<file path="config.mk">
export PLATFORM = sky130hd
export DESIGN_NAME = storeQueue
export DESIGN_NICKNAME = d
export VERILOG_FILES = /design/src/source/storeQueuePkg.sv /design/src/source/sqEntryArray.sv /design/src/source/sqEvictBuffer.sv /design/src/source/sqForwarding.sv /design/src/source/storeQueue.sv
export SDC_FILE = /design/constraint.sdc
export NUM_CORES = 2
export LEC_CHECK = 0
export BUFFER_PORTS_ARGS = -buffer_cell sky130_fd_sc_hd__buf_2
export CORE_MARGIN = 4
export CORE_UTILIZATION = 55
export DETAILED_ROUTE_END_ITERATION = 12
export PLACE_DENSITY = 0.77
export SYNTH_ARGS = -nofsm -noshare
export SYNTH_HDL_FRONTEND = slang
export SYNTH_HIERARCHICAL = 1
export SYNTH_SLANG_ARGS = --single-unit
</file>
<file path="constraint.sdc">
create_clock -name clk -period 8.7 [get_ports clk]
set_input_delay 0.435 -clock clk [delete_from_list [all_inputs] [get_ports clk]]
set_output_delay 0.435 -clock clk [all_outputs]
set_load 0.02 [all_outputs]
</file>
<file path="src/source/storeQueuePkg.sv">
package storeQueuePkg;

    // Queue and eviction buffer sizes
    localparam int NumEntries = 8;
    localparam int NumEvicted = 4;
    localparam int EntryIdxW = 3;
    localparam int EvictIdW = 2;
    localparam int SqnW = 7;

    // Store sequence number, wraps around
    typedef logic [SqnW-1:0] sqn_t;

    typedef logic [EntryIdxW-1:0] entryIdx_t;

    // Id handed to memory with each issued store
    typedef logic [EvictIdW-1:0] stId_t;

    // Byte address without bits 1:0
    typedef logic [29:0] wordAddr_t;

    typedef logic [3:0] byteMask_t;

    typedef logic [31:0] word_t;

    typedef enum logic [1:0] {
        SizeByte,
        SizeHalf,
        SizeWord
    } ldSize_e;

    // True when a is older than b, valid as long as both are within half the sequence range
    function automatic logic isOlder(sqn_t a, sqn_t b);
        return $signed(a - b) < 0;
    endfunction

endpackage

</file>
<file path="src/source/sqEntryArray.sv">
`timescale 1ns/1ps

module sqEntryArray (
    input  logic                                          clk,
    input  logic                                          rst,
    input  logic                                          enqValid,
    input  storeQueuePkg::sqn_t                           enqSqN,
    input  logic                                          addrValid,
    input  storeQueuePkg::sqn_t                           addrSqN,
    input  storeQueuePkg::wordAddr_t                      addrWord,
    input  storeQueuePkg::byteMask_t                      addrMask,
    input  logic                                          dataValid,
    input  storeQueuePkg::sqn_t                           dataSqN,
    input  storeQueuePkg::word_t                          dataRaw,
    input  storeQueuePkg::sqn_t                           commitSqN,
    input  logic                                          deqAllowed,
    output logic [storeQueuePkg::NumEntries-1:0]          entryValid,
    output logic [storeQueuePkg::NumEntries-1:0]          entryAddrAvail,
    output logic [storeQueuePkg::NumEntries-1:0]          entryLoaded,
    output logic [storeQueuePkg::NumEntries-1:0]          entryReady,
    output storeQueuePkg::wordAddr_t                      entryAddr [storeQueuePkg::NumEntries],
    output storeQueuePkg::byteMask_t                      entryWmask [storeQueuePkg::NumEntries],
    output storeQueuePkg::word_t                          entryData [storeQueuePkg::NumEntries],
    output storeQueuePkg::sqn_t                           entrySqN [storeQueuePkg::NumEntries],
    output storeQueuePkg::entryIdx_t                      baseIdx,
    output logic                                          headIssue,
    output storeQueuePkg::wordAddr_t                      headAddr,
    output storeQueuePkg::word_t                          headData,
    output storeQueuePkg::byteMask_t                      headWmask,
    output logic                                          empty,
    output storeQueuePkg::sqn_t                           maxStoreSqN
);
    import storeQueuePkg::*;

    // Sequence number of the oldest entry
    sqn_t baseSqN;

    entryIdx_t enqIdx;
    entryIdx_t addrIdx;
    entryIdx_t dataIdx;
    word_t     alignedData;

    assign enqIdx = enqSqN[EntryIdxW-1:0];
    assign addrIdx = addrSqN[EntryIdxW-1:0];
    assign dataIdx = dataSqN[EntryIdxW-1:0];

    assign baseIdx = baseSqN[EntryIdxW-1:0];
    assign maxStoreSqN = baseSqN + sqn_t'(NumEntries - 1);

    assign headAddr = entryAddr[baseIdx];
    assign headData = entryData[baseIdx];
    assign headWmask = entryWmask[baseIdx];

    // Head leaves once committed and complete, if the eviction buffer can take it
    assign headIssue = deqAllowed && entryValid[baseIdx] && entryReady[baseIdx] &&
                       entryAddrAvail[baseIdx] && entryLoaded[baseIdx];

    // Raw data sits in the low lanes, move it to the lanes the mask selects
    always_comb begin
        case (entryWmask[dataIdx])
            4'b0001: alignedData = {24'b0, dataRaw[7:0]};
            4'b0010: alignedData = {16'b0, dataRaw[7:0], 8'b0};
            4'b0100: alignedData = {8'b0, dataRaw[7:0], 16'b0};
            4'b1000: alignedData = {dataRaw[7:0], 24'b0};
            4'b0011: alignedData = {16'b0, dataRaw[15:0]};
            4'b1100: alignedData = {dataRaw[15:0], 16'b0};
            default: alignedData = dataRaw;
        endcase
    end

    always_ff @(posedge clk) begin
        if (rst) begin
            entryValid <= '0;
            entryAddrAvail <= '0;
            entryLoaded <= '0;
            entryReady <= '0;
            baseSqN <= '0;
            empty <= 1'b1;
        end else begin
            // Everything older than the commit pointer may drain
            for (int i = 0; i < NumEntries; i++) begin
                if (isOlder(entrySqN[i], commitSqN)) begin
                    entryReady[i] <= 1'b1;
                end
            end

            if (headIssue) begin
                entryValid[baseIdx] <= 1'b0;
                baseSqN <= baseSqN + sqn_t'(1);
            end

            if (dataValid) begin
                entryLoaded[dataIdx] <= 1'b1;
            end

            if (addrValid) begin
                entryAddrAvail[addrIdx] <= 1'b1;
                // Nothing to write, so no data will come
                if (addrMask == '0) begin
                    entryLoaded[addrIdx] <= 1'b1;
                end
            end

            // Enqueue last so a fresh entry starts with clean flags
            if (enqValid) begin
                entryValid[enqIdx] <= 1'b1;
                entryAddrAvail[enqIdx] <= 1'b0;
                entryLoaded[enqIdx] <= 1'b0;
                entryReady[enqIdx] <= 1'b0;
            end

            empty <= ~|entryValid && !enqValid;
        end
    end

    always_ff @(posedge clk) begin
        if (dataValid) begin
            entryData[dataIdx] <= alignedData;
        end
        if (addrValid) begin
            entryAddr[addrIdx] <= addrWord;
            entryWmask[addrIdx] <= addrMask;
        end
        if (enqValid) begin
            entrySqN[enqIdx] <= enqSqN;
        end
    end

endmodule

</file>
<file path="src/source/sqEvictBuffer.sv">
`timescale 1ns/1ps

module sqEvictBuffer (
    input  logic                                          clk,
    input  logic                                          rst,
    input  logic                                          stall,
    input  logic                                          headIssue,
    input  storeQueuePkg::wordAddr_t                      headAddr,
    input  storeQueuePkg::word_t                          headData,
    input  storeQueuePkg::byteMask_t                      headWmask,
    input  logic                                          ackValid,
    input  storeQueuePkg::stId_t                          ackId,
    input  logic                                          ackFail,
    output logic                                          deqAllowed,
    output logic                                          stValid,
    output storeQueuePkg::stId_t                          stId,
    output storeQueuePkg::wordAddr_t                      stAddr,
    output storeQueuePkg::word_t                          stData,
    output storeQueuePkg::byteMask_t                      stWmask,
    output logic [storeQueuePkg::NumEvicted-1:0]          evValid,
    output storeQueuePkg::wordAddr_t                      evAddr [storeQueuePkg::NumEvicted],
    output storeQueuePkg::word_t                          evData [storeQueuePkg::NumEvicted],
    output storeQueuePkg::byteMask_t                      evWmask [storeQueuePkg::NumEvicted]
);
    import storeQueuePkg::*;

    // Slots stay compacted, slot 0 is the oldest store
    stId_t                 evId [NumEvicted];
    logic [NumEvicted-1:0] evIssued;
    logic [NumEvicted-1:0] usedIds;
    logic [EvictIdW:0]     evCount;
    logic [EvictIdW:0]     countAfterAck;

    logic  ackValidR;
    stId_t ackIdR;
    logic  ackFailR;

    logic [EvictIdW-1:0] ackSlot;
    logic                ackHit;
    logic                posAck;
    logic                negAck;
    stId_t               nextId;
    logic                hazard;
    logic                reissue;

    always_comb begin
        ackSlot = '0;
        ackHit = 1'b0;
        for (int i = 0; i < NumEvicted; i++) begin
            if (ackValidR && evValid[i] && evId[i] == ackIdR) begin
                ackSlot = EvictIdW'(i);
                ackHit = 1'b1;
            end
        end
    end

    assign posAck = ackHit && !ackFailR;
    assign negAck = ackHit && ackFailR;
    assign countAfterAck = evCount - (EvictIdW + 1)'(posAck);

    // Lowest free id, an id being released right now wins
    always_comb begin
        nextId = '0;
        for (int i = NumEvicted - 1; i >= 0; i--) begin
            if (!usedIds[i]) begin
                nextId = stId_t'(i);
            end
        end
        if (posAck) begin
            nextId = ackIdR;
        end
    end

    // A store to the head word that still has to be redone must go first
    always_comb begin
        hazard = 1'b0;
        for (int i = 0; i < NumEvicted; i++) begin
            if (evValid[i] && evAddr[i] == headAddr &&
                (!evIssued[i] || (ackValid && ackFail && ackId == evId[i]) ||
                 (ackValidR && ackFailR && ackIdR == evId[i]))) begin
                hazard = 1'b1;
            end
        end
    end

    assign deqAllowed = !stall && (countAfterAck < NumEvicted) && !hazard;
    assign reissue = !stall && !headIssue && evValid[0] && !evIssued[0] &&
                     !(posAck && ackSlot == '0);

    always_ff @(posedge clk) begin
        if (rst) begin
            ackValidR <= 1'b0;
            evValid <= '0;
            evIssued <= '0;
            usedIds <= '0;
            evCount <= '0;
            stValid <= 1'b0;
        end else begin
            ackValidR <= ackValid;
            if (!stall) begin
                stValid <= 1'b0;
            end

            if (posAck) begin
                for (int i = 0; i < NumEvicted - 1; i++) begin
                    if (i >= ackSlot) begin
                        evValid[i] <= evValid[i+1];
                        evIssued[i] <= evIssued[i+1];
                    end
                end
                evValid[NumEvicted-1] <= 1'b0;
                usedIds[ackIdR] <= 1'b0;
            end else if (negAck) begin
                evIssued[ackSlot] <= 1'b0;
            end

            if (headIssue) begin
                evValid[countAfterAck[EvictIdW-1:0]] <= 1'b1;
                evIssued[countAfterAck[EvictIdW-1:0]] <= 1'b1;
                usedIds[nextId] <= 1'b1;
                stValid <= 1'b1;
            end else if (reissue) begin
                evIssued[0] <= 1'b1;
                stValid <= 1'b1;
            end

            evCount <= countAfterAck + (EvictIdW + 1)'(headIssue);
        end
    end

    always_ff @(posedge clk) begin
        ackIdR <= ackId;
        ackFailR <= ackFail;

        if (posAck) begin
            for (int i = 0; i < NumEvicted - 1; i++) begin
                if (i >= ackSlot) begin
                    evAddr[i] <= evAddr[i+1];
                    evData[i] <= evData[i+1];
                    evWmask[i] <= evWmask[i+1];
                    evId[i] <= evId[i+1];
                end
            end
        end

        if (headIssue) begin
            evAddr[countAfterAck[EvictIdW-1:0]] <= headAddr;
            evData[countAfterAck[EvictIdW-1:0]] <= headData;
            evWmask[countAfterAck[EvictIdW-1:0]] <= headWmask;
            evId[countAfterAck[EvictIdW-1:0]] <= nextId;
            stId <= nextId;
            stAddr <= headAddr;
            stData <= headData;
            stWmask <= headWmask;
        end else if (reissue) begin
            // Same id as the first attempt
            stId <= evId[0];
            stAddr <= evAddr[0];
            stData <= evData[0];
            stWmask <= evWmask[0];
        end
    end

endmodule

</file>
<file path="src/source/sqForwarding.sv">
`timescale 1ns/1ps

module sqForwarding (
    input  logic                                          clk,
    input  logic                                          rst,
    input  logic                                          ldValid,
    input  logic [31:0]                                   ldAddr,
    input  storeQueuePkg::ldSize_e                        ldSize,
    input  storeQueuePkg::sqn_t                           ldSqN,
    input  logic [storeQueuePkg::NumEntries-1:0]          entryValid,
    input  logic [storeQueuePkg::NumEntries-1:0]          entryAddrAvail,
    input  logic [storeQueuePkg::NumEntries-1:0]          entryLoaded,
    input  logic [storeQueuePkg::NumEntries-1:0]          entryReady,
    input  storeQueuePkg::wordAddr_t                      entryAddr [storeQueuePkg::NumEntries],
    input  storeQueuePkg::byteMask_t                      entryWmask [storeQueuePkg::NumEntries],
    input  storeQueuePkg::word_t                          entryData [storeQueuePkg::NumEntries],
    input  storeQueuePkg::sqn_t                           entrySqN [storeQueuePkg::NumEntries],
    input  storeQueuePkg::entryIdx_t                      baseIdx,
    input  logic [storeQueuePkg::NumEvicted-1:0]          evValid,
    input  storeQueuePkg::wordAddr_t                      evAddr [storeQueuePkg::NumEvicted],
    input  storeQueuePkg::word_t                          evData [storeQueuePkg::NumEvicted],
    input  storeQueuePkg::byteMask_t                      evWmask [storeQueuePkg::NumEvicted],
    output logic                                          fwdValid,
    output storeQueuePkg::word_t                          fwdData,
    output storeQueuePkg::byteMask_t                      fwdMask,
    output logic                                          fwdConflict
);
    import storeQueuePkg::*;

    byteMask_t readMask;
    byteMask_t lookupMask;
    word_t     lookupData;
    logic      lookupConflict;

    always_comb begin
        case (ldSize)
            SizeByte: readMask = 4'b0001 << ldAddr[1:0];
            SizeHalf: readMask = ldAddr[1] ? 4'b1100 : 4'b0011;
            default:  readMask = 4'b1111;
        endcase
    end

    always_comb begin
        entryIdx_t idx;
        // Bytes the load does not read count as already covered
        lookupMask = ~readMask;
        lookupData = '0;
        lookupConflict = 1'b0;

        // Evicted stores are older than anything still in the queue
        for (int i = 0; i < NumEvicted; i++) begin
            if (evValid[i] && evAddr[i] == ldAddr[31:2]) begin
                for (int j = 0; j < 4; j++) begin
                    if (evWmask[i][j]) begin
                        lookupData[8*j +: 8] = evData[i][8*j +: 8];
                    end
                end
                lookupMask = lookupMask | evWmask[i];
            end
        end

        // Oldest to youngest, so later stores overwrite earlier bytes
        for (int i = 0; i < NumEntries; i++) begin
            idx = baseIdx + entryIdx_t'(i);
            if (entryValid[idx] && entryAddrAvail[idx] && entryAddr[idx] == ldAddr[31:2] &&
                (isOlder(entrySqN[idx], ldSqN) || entryReady[idx])) begin
                if (entryLoaded[idx]) begin
                    for (int j = 0; j < 4; j++) begin
                        if (entryWmask[idx][j]) begin
                            lookupData[8*j +: 8] = entryData[idx][8*j +: 8];
                        end
                    end
                    lookupMask = lookupMask | entryWmask[idx];
                end else if ((entryWmask[idx] & readMask) != '0) begin
                    lookupConflict = 1'b1;
                end
            end
        end
    end

    always_ff @(posedge clk) begin
        if (rst) begin
            fwdValid <= 1'b0;
        end else begin
            fwdValid <= ldValid;
        end
    end

    always_ff @(posedge clk) begin
        if (ldValid) begin
            fwdData <= lookupData;
            fwdMask <= lookupMask;
            fwdConflict <= lookupConflict;
        end
    end

endmodule

</file>
<file path="src/source/storeQueue.sv">
`timescale 1ns/1ps

module storeQueue (
    input  logic                                clk,
    input  logic                                rst,
    input  logic                                enqValid,
    input  storeQueuePkg::sqn_t                 enqSqN,
    input  logic                                addrValid,
    input  storeQueuePkg::sqn_t                 addrSqN,
    input  storeQueuePkg::wordAddr_t            addrWord,
    input  storeQueuePkg::byteMask_t            addrMask,
    input  logic                                dataValid,
    input  storeQueuePkg::sqn_t                 dataSqN,
    input  storeQueuePkg::word_t                dataRaw,
    input  storeQueuePkg::sqn_t                 commitSqN,
    input  logic                                ldValid,
    input  logic [31:0]                         ldAddr,
    input  storeQueuePkg::ldSize_e              ldSize,
    input  storeQueuePkg::sqn_t                 ldSqN,
    input  logic                                stall,
    input  logic                                ackValid,
    input  storeQueuePkg::stId_t                ackId,
    input  logic                                ackFail,
    output logic                                stValid,
    output storeQueuePkg::stId_t                stId,
    output storeQueuePkg::wordAddr_t            stAddr,
    output storeQueuePkg::word_t                stData,
    output storeQueuePkg::byteMask_t            stWmask,
    output logic                                fwdValid,
    output storeQueuePkg::word_t                fwdData,
    output storeQueuePkg::byteMask_t            fwdMask,
    output logic                                fwdConflict,
    output logic                                empty,
    output storeQueuePkg::sqn_t                 maxStoreSqN
);
    import storeQueuePkg::*;

    // Entry state seen by the forwarding unit
    logic [NumEntries-1:0] entryValid;
    logic [NumEntries-1:0] entryAddrAvail;
    logic [NumEntries-1:0] entryLoaded;
    logic [NumEntries-1:0] entryReady;
    wordAddr_t             entryAddr [NumEntries];
    byteMask_t             entryWmask [NumEntries];
    word_t                 entryData [NumEntries];
    sqn_t                  entrySqN [NumEntries];
    entryIdx_t             baseIdx;

    // Head of the queue towards the eviction buffer
    logic      headIssue;
    wordAddr_t headAddr;
    word_t     headData;
    byteMask_t headWmask;
    logic      deqAllowed;

    // Stores in flight
    logic [NumEvicted-1:0] evValid;
    wordAddr_t             evAddr [NumEvicted];
    word_t                 evData [NumEvicted];
    byteMask_t             evWmask [NumEvicted];

    sqEntryArray entryArray (.*);

    sqEvictBuffer evictBuffer (.*);

    sqForwarding forwarding (.*);

endmodule

</file>
==> impl_metrics.csv <==
group,metric,value,unit
synthesis,synthAdderAreaFrac,0.0146,
global_route,grt_use_total,0.361,
timing,fin_skew,65.1,ps
global_route,grt_start_max_net_pins,157,
synthesis,synthCells,6607,
pwr,p_switching,2.95,mW
setup_path,endpoint,"forwarding/fwdData[6]$_DFFE_PP_",
clocking,cts_tree,"built",
clocking,cts_root_buffer,"clkbuf_16",
global_route,grt_pass1_vias,57100,
setup_path,cp.required,9170,ps
setup_path,r2r-end,"forwarding/fwdData[6]$_DFFE_PP_",
synthesis,async_flop_share,0,
setup_path,reg2reg_depth,15,
synthesis,synth_top_cell_area_share,0.310,
synthesis,yosys-top-cells-count,"908 x nand2_1, 763 x edfxtp_1, 583 x mux4_2",
timing,period_needed,7170,ps
pwr,cell_internal_pwr,8.64,mW
setup_path,cpPeakStageDelay,880,ps
placed_design,routabilityCongestion,1.03,
clocking,clockBufferDepth,3,
clocking,clk_pin_slew,60,ps
finish,drive_above_1_share,0.214,
synthesis,synth_seq_cells,1022,
routing,totalWireLength,262,mm
synthesis,yosys_warnings,6,
timing,rsz0062_at_grt,"no",
synthesis,synth-seq-area-share,0.381,
synthesis,yosys.area.top_type,"edfxtp_1",
finish,syn2layout_area_growth,9.47,%
synthesis,synth_top_family_by_area,"multiplexers",
floorplanning,die-area,140000,um2
pwr,p_leak,26.6,nW
clocking,cts_buffers,112,
finish,final_design_area_no_fill,80800,um2
routing,antenna_left,0,
synthesis,synthMostInstantiatedCell,"nand2_1",
synthesis,syn_area,73800,um2
placed_design,place_area,76500,um2
placed_design,dp_hpwl,181,mm
setup_path,r2r_start,"entryArray/baseSqN[1]$_SDFFE_PP0N_",
synthesis,synth_flop_cell,"edfxtp_1",
clocking,postCtsSetupBuffers,0,
timing,hold_viol,0,
routing,wl_per_cell,30.8,um
synthesis,synth_edf_count,763,
status,status,"complete, but fails checks",
timing,tns,0,ps
finish,layout.nets,6889,
pwr,seqPwrFrac,0.478,
setup_path,path_buf_inv,3,
global_route,antenna_found_initial,25,
setup_path,worstPathCellList,"inv_1 -> ha_4 -> buf_12 -> mux4_2 -> xnor2_1 -> nand4_1 -> o22ai_1 -> nand2_1 -> a31oi_1 -> buf_4 -> and3_1 -> nor2b_1 -> a32oi_1 -> a41oi_1 -> a21oi_1",
synthesis,avgSynthCellArea,11.2,um2
clocking,htree_levels,3,
setup_path,crit_slowest_cell,"ha_4",
global_route,grt-ovfl-total,0,
floorplanning,die_h,374,um
timing,fmax,140,MHz
floorplanning,ioPinCount,261,
timing,post-route-period-util,0.824,
floorplanning,num_rows,134,
synthesis,synth_xor_xnor_area_share,0.0657,
timing,setup_viol,0,
routing,avgViaCountPerCell,7.16,
setup_path,crit_path_start,"entryArray/baseSqN[1]$_SDFFE_PP0N_",
synthesis,synth_area_leaders,"edfxtp_1 31%, mux4_2 18%, mux2i_1 7.8%, dfxtp_1 7.0%, xnor2_1 4.7%",
timing,relSlewSlack,-0.0670,
setup_path,crit_path_max_fanout,44,
synthesis,ys_types,98,
placed_design,port_buffers,252,
pwr,ir_drop,0.220,mV
routing,drt_iter0_markers,9914,
floorplanning,die_width,374,um
pwr,power_density,144,nW/um2
run,maxCapViolCount,1,
timing,drv_slew,6,
clocking,clock_sinks,1022,
synthesis,synth-simple-area-share,0.115,
synthesis,synth_compound_area_frac,0.102,
routing,drc,0,
floorplanning,start_util,0.554,
floorplanning,coreArea,133000,um2
routing,vias,61100,
synthesis,syn_nets,6839,
status,violations,"max-capacitance violations, max-slew violations",
timing,worst_slack,1530,ps
setup_path,cp_top_family,"compound AO/OA/AOI/OAI gates",
setup_path,critPathLaunchType,"flop",
timing,tightest_slew,1580,ps
global_route,grt_pass1_wl,380,mm
clocking,clkLatencyLatePin,770,ps
setup_path,crit_type,"reg -> reg",
setup_path,cp.arrival,7640,ps
hold_path,hp-class,"in -> reg",
synthesis,synthMuxAreaShare,0.282,
placed_design,pre_cts_ws,1860,ps
pwr,p_comb_frac,0.096,
routing,drtPass1Iterations,9,
pwr,netSwitchingFraction,0.255,
finish,fillers,10400,
setup_path,critPathCaptureType,"flop",
setup_path,cp_num_cells,15,
setup_path,r2r_slack,1530,ps
pwr,power_frac_clock,0.426,
## cell type report
class	count	area (um2)	share of cell area
multi-input combinational	4978	43100	0.534
sequential	1022	28100	0.348
timing repair buffer	478	3250	0.0402
clock buffer	144	3120	0.0386
tap	1768	2210	0.0274
clock inverter	67	688	0.00852
inverter	65	245	0.00304
antenna	12	30.0	0.000372
## worst min path at each step
stage | start | endpoint | slack (ps) | cells past startpoint
2_1_floorplan | evictBuffer/evData[108]$_DFF_P_ | evictBuffer/evData[108]$_DFF_P_ | 460 | 2
3_3_place_gp | evictBuffer/stValid$_SDFFE_PP0P_ | evictBuffer/stValid$_SDFFE_PP0P_ | 440 | 2
3_5_place_dp | evictBuffer/stValid$_SDFFE_PP0P_ | evictBuffer/stValid$_SDFFE_PP0P_ | 450 | 2
4_1_cts | addrMask[2] | entryArray/entryWmask[30]$_DFFE_PP_ | 0.1 | 1
5_1_grt | addrMask[2] | entryArray/entryWmask[30]$_DFFE_PP_ | 20 | 1
6_report | addrMask[2] | entryArray/entryWmask[30]$_DFFE_PP_ | 50 | 1
## cell usage in the layout, fill, tap and decap left out, types with 22 or more instances in the layout
cell | Yosys | final
o21ai_1 | 5 | 22
buf_2 | 146 | 252
buf_4 | 55 | 170
mux2i_1 | 576 | 576
a22o_1 | 34 | 34
a211oi_1 | 44 | 44
nand2b_1 | 40 | 40
nor2b_1 | 26 | 23
a32oi_1 | 22 | 22
nand2_1 | 908 | 906
inv_1 | 55 | 54
a31oi_1 | 154 | 154
mux2_2 | 121 | 121
o21a_1 | 30 | 30
o22a_1 | 55 | 55
a22oi_1 | 25 | 25
nand3_1 | 107 | 106
a21oi_1 | 308 | 308
nor2_1 | 466 | 451
clkinv_2 | 0 | 24
nand4_1 | 106 | 106
mux4_2 | 583 | 583
a221oi_1 | 36 | 36
xnor2_1 | 396 | 393
xor2_1 | 156 | 153
dfxtp_1 | 259 | 256
nor4_1 | 61 | 56
and3_1 | 24 | 24
dlygate4sd3_1 | 0 | 41
o21ai_0 | 171 | 153
ha_1 | 86 | 85
and2_1 | 39 | 37
o22ai_1 | 34 | 34
edfxtp_1 | 763 | 763
clkbuf_16 | 0 | 117
nor3_1 | 52 | 44
## per-layer routing
metal,wire length [um],global-route usage,part of all wire,up-vias
li1,-,-,-,25500
met1,92500,0.476,0.35,29700
met2,114000,0.539,0.43,4815
met3,38900,0.112,0.15,1028
met4,16800,0.186,0.064,14
met5,70,0,0.00027,-
## cells by family after synthesis
family | Yosys count
adders and majority gates | 86
muxes | 1303
DFF | 1022
xor gates and xnor gates | 553
buffers and inverters | 607
and+or+nand+nor | 1911
AOI/OAI and AO/OA | 1125
## worst reg2reg max path: stages, from the launching register on
cell,delay (ps)
dfxtp_4,770
inv_1,340
ha_4,880
buf_12,420
mux4_2,630
xnor2_1,420
nand4_1,140
o22ai_1,450
nand2_1,210
a31oi_1,840
buf_4,290
and3_1,370
nor2b_1,550
a32oi_1,190
a41oi_1,230
a21oi_1,160
## per-stage QoR
step	hold slack, ps	std cells	power (mW)	utilization
6_report	48.9	8534	11.6	0.606
2_1_floorplan	458	6607	6.24	-
3_3_place_gp	439	8270	6.65	0.574
5_1_grt	19.2	8526	11.9	0.606
4_1_cts	0.142	8522	11.6	0.606
3_5_place_dp	446	8270	6.68	0.574
## registers in the layout, indices dropped and copies added, names as in the netlist, 7 cells and up
name	flops
evictBuffer/evAddr	120
evictBuffer/stData	32
evictBuffer/evData	128
evictBuffer/evWmask	16
entryArray/entryLoaded	8
entryArray/entryAddrAvail	8
evictBuffer/evId	8
entryArray/entryReady	8
entryArray/entrySqN	56
entryArray/entryAddr	240
entryArray/baseSqN	7
entryArray/entryData	256
entryArray/entryValid	8
forwarding/fwdData	32
entryArray/entryWmask	32
evictBuffer/stAddr	30
## power groups by stage
stage               clock network [mW]  logic (mW)  registers (mW)
detailed placement                   0        1.04            5.64
CTS                               4.96        1.07            5.54
global route                      5.17        1.15            5.56
global placement                     0        1.02            5.63
floorplan                            0       0.641            5.60
finish                            4.94        1.11            5.54
## timing repair
item / CTS / global route
hold buffers: 41 / 0
hold endpoints to repair: 293 / 0
resized for setup: 0 / 0
setup endpoints to repair: 0 / 0
No activity file was read; power rests on OpenSTA's default activity.
